## src/hdl/axi4LitePkg.sv

```systemverilog
package axi4LitePkg;

  // bus geometry shared by the engines, the slave and the testbench.
  localparam int DataWidth = 32;
  localparam int StrbWidth = DataWidth / 8;
  localparam int AddrWidth = 12;

  // only the two codes this slave can return.
  typedef enum logic [1:0] {
    RespOkay   = 2'd0,
    RespSlvErr = 2'd2
  } respT;

  // one address beat, shared by AW and AR.
  typedef struct packed {
    logic [AddrWidth-1:0] addr;
  } addrChanT;

  typedef struct packed {
    logic [DataWidth-1:0] data;
    logic [StrbWidth-1:0] strb; // one bit per byte lane, bit 0 is the lowest byte.
  } wrDataChanT;

  typedef struct packed {
    respT resp;
  } wrRespChanT;

  typedef struct packed {
    logic [DataWidth-1:0] data;
    respT                 resp;
  } rdDataChanT;

endpackage

```

## src/hdl/axi4LiteChanCapture.sv

```systemverilog
`timescale 1ns/1ps

module axi4LiteChanCapture #(
  parameter type payloadT = logic
) (
  input  logic    aclk,
  input  logic    rst,
  input  logic    inValid,
  output logic    inReady,
  input  payloadT inPayload,
  output logic    full,
  input  logic    take,
  output payloadT payload
);

  // a single slot, so the stage only listens while it is empty.
  assign inReady = !full;

  always_ff @(posedge aclk) begin
    if (rst) begin
      full <= 1'b0;
    end else if (take) begin
      full <= 1'b0;
    end else if (inValid && inReady) begin
      full <= 1'b1;
    end
  end

  always_ff @(posedge aclk) begin
    if (inValid && inReady) payload <= inPayload;
  end

  // the consumer may only release a beat that it was shown.
  takeWhenFullCheck: assert property (@(posedge aclk) disable iff (rst)
    take |-> full);

endmodule

```

## src/hdl/axi4LiteWriteMaster.sv

```systemverilog
`timescale 1ns/1ps

module axi4LiteWriteMaster
  import axi4LitePkg::*;
(
  input  logic       aclk,
  input  logic       rst,
  input  logic       wrStart,
  input  addrChanT   wrAddr,
  input  wrDataChanT wrData,
  output logic       wrBusy,
  output logic       wrDone,
  output respT       wrResp,
  output logic       awValid,
  input  logic       awReady,
  output addrChanT   awPayload,
  output logic       wValid,
  input  logic       wReady,
  output wrDataChanT wPayload,
  input  logic       bValid,
  output logic       bReady,
  input  wrRespChanT bPayload
);

  typedef enum logic [1:0] {
    Idle,
    Req,
    WaitB
  } stateT;

  stateT state;
  logic  accept;
  logic  awPending;
  logic  wPending;

  assign accept    = (state == Idle) && wrStart; // starts while busy fall through here.
  assign awPending = awValid && !awReady;
  assign wPending  = wValid && !wReady;
  assign wrBusy    = (state != Idle);
  assign bReady    = (state == WaitB);

  always_ff @(posedge aclk) begin
    if (rst) begin
      state   <= Idle;
      awValid <= 1'b0;
      wValid  <= 1'b0;
      wrDone  <= 1'b0;
    end else begin
      wrDone <= 1'b0;
      case (state)
        Idle: begin
          if (accept) begin
            awValid <= 1'b1;
            wValid  <= 1'b1;
            state   <= Req;
          end
        end
        Req: begin
          // each beat drops on its own handshake, so AW and W may finish in either order.
          if (awReady) awValid <= 1'b0;
          if (wReady) wValid <= 1'b0;
          if (!awPending && !wPending) state <= WaitB;
        end
        WaitB: begin
          if (bValid && bReady) begin
            wrDone <= 1'b1;
            state  <= Idle;
          end
        end
        default: state <= Idle;
      endcase
    end
  end

  always_ff @(posedge aclk) begin
    if (accept) begin
      awPayload <= wrAddr;
      wPayload  <= wrData;
    end
    if (bValid && bReady) wrResp <= bPayload.resp; // held for the done cycle.
  end

  awHoldCheck: assert property (@(posedge aclk) disable iff (rst)
    awValid && !awReady |=> awValid && $stable(awPayload));

  wHoldCheck: assert property (@(posedge aclk) disable iff (rst)
    wValid && !wReady |=> wValid && $stable(wPayload));

endmodule

```

## src/hdl/axi4LiteReadMaster.sv

```systemverilog
`timescale 1ns/1ps

module axi4LiteReadMaster
  import axi4LitePkg::*;
(
  input  logic       aclk,
  input  logic       rst,
  input  logic       rdStart,
  input  addrChanT   rdAddr,
  output logic       rdBusy,
  output logic       rdDone,
  output rdDataChanT rdResult,
  output logic       arValid,
  input  logic       arReady,
  output addrChanT   arPayload,
  input  logic       rValid,
  output logic       rReady,
  input  rdDataChanT rPayload
);

  typedef enum logic [1:0] {
    Idle,
    Req,
    WaitR
  } stateT;

  stateT state;
  logic  accept;

  assign accept = (state == Idle) && rdStart;
  assign rdBusy = (state != Idle);
  assign rReady = (state == WaitR);

  always_ff @(posedge aclk) begin
    if (rst) begin
      state   <= Idle;
      arValid <= 1'b0;
      rdDone  <= 1'b0;
    end else begin
      rdDone <= 1'b0;
      case (state)
        Idle: begin
          if (accept) begin
            arValid <= 1'b1;
            state   <= Req;
          end
        end
        Req: begin
          if (arReady) begin
            arValid <= 1'b0;
            state   <= WaitR;
          end
        end
        WaitR: begin
          if (rValid && rReady) begin
            rdDone <= 1'b1;
            state  <= Idle;
          end
        end
        default: state <= Idle;
      endcase
    end
  end

  always_ff @(posedge aclk) begin
    if (accept) arPayload <= rdAddr;
    if (rValid && rReady) rdResult <= rPayload; // data and response together.
  end

  arHoldCheck: assert property (@(posedge aclk) disable iff (rst)
    arValid && !arReady |=> arValid && $stable(arPayload));

endmodule

```

## src/hdl/axi4LiteRegSlave.sv

```systemverilog
`timescale 1ns/1ps

module axi4LiteRegSlave
  import axi4LitePkg::*;
#(
  parameter int NumRegs = 16
) (
  input  logic       aclk,
  input  logic       rst,
  input  logic       awValid,
  output logic       awReady,
  input  addrChanT   awPayload,
  input  logic       wValid,
  output logic       wReady,
  input  wrDataChanT wPayload,
  output logic       bValid,
  input  logic       bReady,
  output wrRespChanT bPayload,
  input  logic       arValid,
  output logic       arReady,
  input  addrChanT   arPayload,
  output logic       rValid,
  input  logic       rReady,
  output rdDataChanT rPayload
);

  // word index width; a bank of one register still gets a one-bit index.
  localparam int IdxWidth = (NumRegs > 1) ? $clog2(NumRegs) : 1;

  logic [DataWidth-1:0] regs [NumRegs];

  logic       awFull;
  logic       wFull;
  logic       arFull;
  addrChanT   awHeld;
  wrDataChanT wHeld;
  addrChanT   arHeld;
  logic       wrTake;
  logic       rdTake;
  logic       wrGo;
  logic       rdGo;
  logic       awInRange;
  logic       arInRange;

  logic [IdxWidth-1:0] awIdx;
  logic [IdxWidth-1:0] arIdx;

  axi4LiteChanCapture #(.payloadT(addrChanT)) awCapture (
    .aclk(aclk), .rst(rst),
    .inValid(awValid), .inReady(awReady), .inPayload(awPayload),
    .full(awFull), .take(wrTake), .payload(awHeld)
  );

  axi4LiteChanCapture #(.payloadT(wrDataChanT)) wCapture (
    .aclk(aclk), .rst(rst),
    .inValid(wValid), .inReady(wReady), .inPayload(wPayload),
    .full(wFull), .take(wrTake), .payload(wHeld)
  );

  axi4LiteChanCapture #(.payloadT(addrChanT)) arCapture (
    .aclk(aclk), .rst(rst),
    .inValid(arValid), .inReady(arReady), .inPayload(arPayload),
    .full(arFull), .take(rdTake), .payload(arHeld)
  );

  // captures are released only when the response is accepted.
  assign wrTake = bValid && bReady;
  assign rdTake = rValid && rReady;
  assign wrGo   = awFull && wFull && !bValid;
  assign rdGo   = arFull && !rValid;

  assign awInRange = (awHeld.addr < NumRegs * 4);
  assign arInRange = (arHeld.addr < NumRegs * 4);
  assign awIdx     = awHeld.addr[IdxWidth+1:2]; // low two bits select a byte and are ignored.
  assign arIdx     = arHeld.addr[IdxWidth+1:2];

  always_ff @(posedge aclk) begin
    if (rst) begin
      for (int i = 0; i < NumRegs; i++) regs[i] <= '0;
    end else if (wrGo && awInRange) begin
      for (int b = 0; b < StrbWidth; b++) begin
        if (wHeld.strb[b]) regs[awIdx][8*b +: 8] <= wHeld.data[8*b +: 8];
      end
    end
  end

  always_ff @(posedge aclk) begin
    if (rst) begin
      bValid <= 1'b0;
      rValid <= 1'b0;
    end else begin
      if (wrTake) bValid <= 1'b0;
      else if (wrGo) bValid <= 1'b1;
      if (rdTake) rValid <= 1'b0;
      else if (rdGo) rValid <= 1'b1;
    end
  end

  // a read in the same cycle as a write sees the old register value.
  always_ff @(posedge aclk) begin
    if (wrGo) bPayload.resp <= awInRange ? RespOkay : RespSlvErr;
    if (rdGo) begin
      rPayload.data <= arInRange ? regs[arIdx] : '0;
      rPayload.resp <= arInRange ? RespOkay : RespSlvErr;
    end
  end

  bHoldCheck: assert property (@(posedge aclk) disable iff (rst)
    bValid && !bReady |=> bValid && $stable(bPayload));

  rHoldCheck: assert property (@(posedge aclk) disable iff (rst)
    rValid && !rReady |=> rValid && $stable(rPayload));

endmodule

```

## src/hdl/axi4LiteSubsystemTop.sv

```systemverilog
`timescale 1ns/1ps

module axi4LiteSubsystemTop
  import axi4LitePkg::*;
#(
  parameter int NumRegs = 16
) (
  input  logic       aclk,
  input  logic       rst,
  input  logic       wrStart,
  input  addrChanT   wrAddr,
  input  wrDataChanT wrData,
  output logic       wrBusy,
  output logic       wrDone,
  output respT       wrResp,
  input  logic       rdStart,
  input  addrChanT   rdAddr,
  output logic       rdBusy,
  output logic       rdDone,
  output rdDataChanT rdResult
);

  logic       awValid;
  logic       awReady;
  addrChanT   awPayload;
  logic       wValid;
  logic       wReady;
  wrDataChanT wPayload;
  logic       bValid;
  logic       bReady;
  wrRespChanT bPayload;
  logic       arValid;
  logic       arReady;
  addrChanT   arPayload;
  logic       rValid;
  logic       rReady;
  rdDataChanT rPayload;

  axi4LiteWriteMaster writeMaster (
    .aclk(aclk), .rst(rst),
    .wrStart(wrStart), .wrAddr(wrAddr), .wrData(wrData),
    .wrBusy(wrBusy), .wrDone(wrDone), .wrResp(wrResp),
    .awValid(awValid), .awReady(awReady), .awPayload(awPayload),
    .wValid(wValid), .wReady(wReady), .wPayload(wPayload),
    .bValid(bValid), .bReady(bReady), .bPayload(bPayload)
  );

  axi4LiteReadMaster readMaster (
    .aclk(aclk), .rst(rst),
    .rdStart(rdStart), .rdAddr(rdAddr),
    .rdBusy(rdBusy), .rdDone(rdDone), .rdResult(rdResult),
    .arValid(arValid), .arReady(arReady), .arPayload(arPayload),
    .rValid(rValid), .rReady(rReady), .rPayload(rPayload)
  );

  axi4LiteRegSlave #(.NumRegs(NumRegs)) regSlave (
    .aclk(aclk), .rst(rst),
    .awValid(awValid), .awReady(awReady), .awPayload(awPayload),
    .wValid(wValid), .wReady(wReady), .wPayload(wPayload),
    .bValid(bValid), .bReady(bReady), .bPayload(bPayload),
    .arValid(arValid), .arReady(arReady), .arPayload(arPayload),
    .rValid(rValid), .rReady(rReady), .rPayload(rPayload)
  );

endmodule

```

## config.mk

```make
export PLATFORM = sky130hd
export DESIGN_NAME = axi4LiteSubsystemTop
export DESIGN_NICKNAME = d
export VERILOG_FILES = /design/src/hdl/axi4LitePkg.sv /design/src/hdl/axi4LiteChanCapture.sv /design/src/hdl/axi4LiteWriteMaster.sv /design/src/hdl/axi4LiteReadMaster.sv /design/src/hdl/axi4LiteRegSlave.sv /design/src/hdl/axi4LiteSubsystemTop.sv
export SDC_FILE = /design/constraint.sdc
export NUM_CORES = 1
export LEC_CHECK = 0
export BUFFER_PORTS_ARGS = -buffer_cell sky130_fd_sc_hd__buf_4
export CORE_UTILIZATION = 30
export CTS_CLUSTER_SIZE = 20
export DETAILED_ROUTE_END_ITERATION = 7
export PLACE_DENSITY = 0.42
export RECOVER_POWER = 100
export SYNTH_ARGS = -nofsm -noshare
export SYNTH_HDL_FRONTEND = slang
export SYNTH_SLANG_ARGS = --single-unit
```

## constraint.sdc

```tcl
create_clock -name aclk -period 4.3 [get_ports aclk]
set_input_delay 0.645 -clock aclk [delete_from_list [all_inputs] [get_ports aclk]]
set_output_delay 0.645 -clock aclk [all_outputs]
set_load 0.005 [all_outputs]
```

# Yosys cells after proc, flatten, opt, wreduce, memory -nomap -nowiden
# Memory sizes are Yosys's and may differ from the RTL's. A register that Yosys moved wholly into a read port is not among the register bits.
# Index checks and enable logic that the tools add are counted.
# word_totals
memories	1
ff_bits	174
mem_bits_rw	512
latch_bits	0
romBits	0
word_cells	121
in_bits	64
# op_classes
addsub	0
n_mul	0
bitwise_logic	2
shifts	0
eq_ne	12
n_reduce_logical	38
div_mod_pow	0
muxes	41
n_lt_le_gt_ge	2
# memory_table
name	words	word_bits	rd	rd_ports_with_merged_regs	write_ports	line_no	text
regSlave.regs	16	32	1	1	16	axi4LiteRegSlave.sv:30	logic [DataWidth-1:0] regs [NumRegs];
# ops
cell	count
2-to-1 mux 32 bit	1
OR reduction 32 bit	1
2-to-1 mux 1 bit	25
< comparator 12 x 7 -> 1 bit, second input constant	2
2-to-1 mux 2 bit	8
AND reduction 3 bit	5
logical AND 1 bit	14
case mux 2 bit (3 select lines)	2
inequality test 2 bit, second input constant	5
logical NOT 1 bit	8
2-to-1 mux 4 bit	2
nonzero test 2 bit	4
OR reduction 2 bit	4
inequality test 2 x 1 -> 1 bit, second input constant	3
case mux 1 bit (2 select lines)	3
equality test 2 x 1 -> 1 bit, second input constant	2
equality test 2 bit, second input constant	2
logical NOT 2 bit	2
inverter 1 bit	2

# Longest topological paths before layout
# depth
ltp_word	8
ltp_mapped	7
ltp_nobuf	5

# By module
# Synthesis repeated with hierarchy kept, for this count alone.
# hier_totals
hier_cells	1882
area_unflattened_um2	29762.3
# modules_own_cells
module	cells_each	area_per_inst_um2	n_inst	seq_area_each_um2
axi4LiteRegSlave	1664	24511.0	1	16435.8
axi4LiteWriteMaster	78	1747.9	1	1601.5
axi4LiteReadMaster	65	1570.3	1	1461.4
axi4LiteChanCapture at regSlave.wCapture	41	1124.8	1	1101.1
axi4LiteChanCapture at regSlave.arCapture ...	17	404.1	2	380.4

# Worst setup path before layout
# OpenSTA, ideal clock, no wires.
# synth_path
kind	input to register
from	input port wrStart
to	register writeMaster.awPayload[10] (netlist name)
path_buffers	0
path_stages	2
arrival_time_ns	2.629
setup_slack_ns	1.221
setup_ns	0.449
required_time_ns	3.851
cell_sequence	inv_1 nor2_1
# synth_between
elab_chain_len	1
# synth_rtl
item	line_no	text
start: declaration	axi4LiteSubsystemTop.sv:10	input logic wrStart,
logical AND 1 bit	axi4LiteWriteMaster.sv:36	assign accept = (state == Idle) && wrStart;
net writeMaster.accept	axi4LiteWriteMaster.sv:32	logic accept;
# The timed path passes the listed nets, and every way through them passes these cells.
# A chain may end at the register's enable or synchronous reset.

# Final worst setup path
# layout_path
from	register regSlave.arCapture.payload[4] (netlist bit)
to	register regSlave.rPayload[12] (netlist name)
# layout_between
elab_chain_len	2
# layout_rtl
item	line_no	text
start: declaration	axi4LiteChanCapture.sv:13	output payloadT payload
start signal: assignment	axi4LiteChanCapture.sv:30	if (inValid && inReady) payload <= inPayload;
< comparator 12 x 7 -> 1 bit	axi4LiteRegSlave.sv:73	assign arInRange = (arHeld.addr < NumRegs * 4);
logical NOT 1 bit (no line)	-	
# Several ways; a longest one is shown, not always the timed one.

==> qor.yml <==
clock_tree:
  clkTransAtPathRegs_ns: 0.06
  cts_buffer_depth: 3
  post-cts-setup-buffers: 0
  htree_levels: 3
  clk_latency_ns: 0.61
  cts_hold_buf: 0
  cts-resized-gates: 0
  cts_made_buffers: 83
  cts_root_buf: "clkbuf_16"
  cts_tree: "yes"
  cts_sinks: 706
finish:
  layout_common_cells: "edfxtp_1, and2_0, and2_1, mux4_2, clkbuf_16"
  syn_to_final_growth_pct: 15.10
  drive_above_1_share_pct: 20.32
  antenna_cells: 0
  fillers: 9345
  final_common_cell: "edfxtp_1"
  nets: 1969
  multi_input_area_mm2: 0.008013
  seqCellArea_mm2: 0.02106
synth:
  postSynthAreaPerCell_um2: 16.81
  synthArstFlopShare_pct: 0
  synth_cells: 1780
  ys.flop_type: "edfxtp_1"
  yosysWarnings: 0
  synth_edf_count: 692
  synth_cell_types: 42
  synth_top_cell_by_area: "edfxtp_1"
  synth-seq-cells: 706
  synth-seq-area-share_pct: 70.39
  netlist_area_mm2: 0.02992
  yosys-top-cells-area: "edfxtp_1, and2_1, mux4_2"
  synth_top_area_share_pct: 69.45
placement:
  gp_congestion: 0.7292
  dpl.hpwl_mm: 47.84
  port_buffers: 97
  dp_slack_ns: 1.426
setup_path:
  cp_max_fo: 73
  reg2reg_from: "regSlave.arCapture.payload[4]"
  rr_worst_depth: 4
  crit_cells: 4
  crit_buf_inv: 1
  slowest_stage: "clkbuf_4"
  cp_top_family: "buffers and inverters"
  crit_start: "regSlave.arCapture.payload[4]"
  worstSetupPathType: "reg2reg"
  worst_r2r_endpoint: "regSlave.rPayload[12]"
  end_kind: "flop"
  crit_chain: "clkbuf_4, nand4b_2, o22ai_1, a221o_2"
  start_kind: "flop"
  worstPathArrival_ns: 3.83
  r2r_slack_ns: 0.95
  cp-endpoint: "regSlave.rPayload[12]"
  cpPeakStageDelay_ns: 1.14
  worstPathRequired_ns: 4.78
hold_path:
  hold_path_class: "in2reg"
sta:
  fin_hold_ws_ns: 0.2302
  tightest_slew_ns: 2.334
  setup_tns_ns: 0
  relSlewSlack_pct: -56.16
  rsz0062_at_grt: "false"
  drv_slew: 198
  finClkSkew_ns: 0.01651
  min_period_ns: 3.351
  fin_crit_sh_pct: 77.92
  fmax_mhz: 298.5
  setup_viol: 0
  fin_ws_ns: 0.9494
  hold_viol_final: 0
global_routing:
  antenna_found_initial: 3
  grt_max_degree: 77
  grt_pass1_wl_mm: 112.1
  grt_pass1_vias: 16050
  grt_overflow: 0
  grtUsageTotal_pct: 15.28
floorplanning:
  pin_count: 104
  fp.dieH_um: 317.8
  dieArea_mm2: 0.1010
  fp.dieW_um: 317.8
  core_mm2: 0.09856
  initial_core_util_pct: 30.35
  rows: 115
routing:
  dr_total_vias: 15020
  viasPerCell: 4.607
  drt-wirelength-per-cell_um: 23.57
  drtAntennaViolNets: 0
  drt-initial-drc-count: 815
  wl_mm: 76.84
  drc_errors: 0
  drtPass1Iterations: 6
pwr:
  vdd_drop_max_mv: 0.2288
  leakagePower_nw: 11.75
  pwr_density_cell_mw_per_mm2: 463.4
  finalPower_mw: 15.96
run_status:
  run_status: "complete, but fails checks"
  violations: "capacitance limit, slew limit"
flow_run:
  maxCapViolCount: 4
## metal layers
layer / GRT usage, % / wire (um)
met1: 20.42 / 34520
met2: 25.35 / 37330
met3: 2.420 / 3130
met4: 4.919 / 1856
met5: 0 / 0
## cell usage after synthesis, types with 3 or more instances
| cell type | instances |
|---|---|
| a21oi_1 | 21 |
| a221o_1 | 6 |
| a221o_2 | 10 |
| and2_1 | 513 |
| buf_2 | 16 |
| buf_4 | 15 |
| buf_6 | 7 |
| clkbuf_1 | 50 |
| dfxtp_1 | 14 |
| edfxtp_1 | 692 |
| inv_1 | 35 |
| mux2_2 | 16 |
| mux2i_1 | 18 |
| mux4_2 | 128 |
| nand2_1 | 12 |
| nand3_1 | 7 |
| nand4_1 | 4 |
| nor2_1 | 41 |
| nor2_2 | 10 |
| nor2_4 | 30 |
| nor2b_1 | 9 |
| nor3_1 | 3 |
| o21a_1 | 4 |
| o21ai_0 | 21 |
| o22ai_1 | 16 |
| or2_2 | 66 |
## how the worst min path moves through the flow
stage                                         from                       endpoint  slack, ns  cells past startpoint
after floorplan              regSlave.rPayload[10]        readMaster.rdResult[10]       0.40                      0
after global placement    writeMaster.wPayload[14]  regSlave.wCapture.payload[14]       0.40                      0
after detailed placement     regSlave.rPayload[25]        readMaster.rdResult[25]       0.40                      0
after CTS                                rdAddr[8]        readMaster.arPayload[8]       0.16                      1
after global routing                     rdAddr[8]        readMaster.arPayload[8]       0.19                      1
final                                   wrData[35]       writeMaster.wPayload[35]       0.23                      1
## where the power goes
part / internal, mW / switching (mW) / total, mW / leakage (nW)
registers: 7.89 / 0.248 / 8.13 / 7.08
clock network: 4.18 / 2.80 / 6.98 / 1.33
logic: 0.336 / 0.506 / 0.843 / 3.34
## metrics by stage
stage          instance area (um^2)  util [%]  cells
2_1_floorplan                 29920         -   1781
3_3_place_gp                  32120     32.59   3107
3_5_place_dp                  32120     32.59   3107
4_1_cts                       34820     35.32   3260
5_1_grt                       34440     34.94   3260
6_report                      34440     34.94   3260
## kinds of logic (layout without fill, tap and decap cells)
logic type / Yosys count / after routing / share of synthesized area (%)
mux: 162 / 162 / 10.84
other cells: 1 / 2 / 0.01253
buf+inv: 126 / 318 / 2.024
flops: 706 / 706 / 70.39
simple gates: 704 / 704 / 14.93
compound gates: 81 / 81 / 1.798
## registers in the layout, summed over array words and instances (netlist names)
name	flops
regSlave.awCapture.full	1
readMaster.arValid	1
writeMaster.wValid	1
readMaster.state	2
regSlave.wCapture.payload	36
readMaster.arPayload	10
regSlave.arCapture.payload	10
writeMaster.state	2
regSlave.bValid	1
writeMaster.wPayload	36
regSlave.rPayload	33
writeMaster.awPayload	10
writeMaster.wrResp	1
regSlave.regs	512
regSlave.bPayload	1
readMaster.rdResult	33
regSlave.wCapture.full	1
regSlave.rValid	1
writeMaster.wrDone	1
writeMaster.awValid	1
regSlave.arCapture.full	1
readMaster.rdDone	1
regSlave.awCapture.payload	10
## worst reg2reg max path, cell delays in order (launching register included)
cell and delay, ns:
edfxtp_1 0.32, clkbuf_4 1.14, nand4b_2 0.96, o22ai_1 0.63
a221o_2 0.18
## area by class of cell
type | instances | share of cell area [%]
inverter | 36 | 0.3997
tap | 1287 | 4.676
clock buffer | 113 | 6.842
clock inverter | 40 | 0.9883
timing repair buffer | 129 | 2.667
sequential | 706 | 61.16
multi-input combinational | 949 | 23.27
Note: power is estimated with default switching activity, not from simulation.
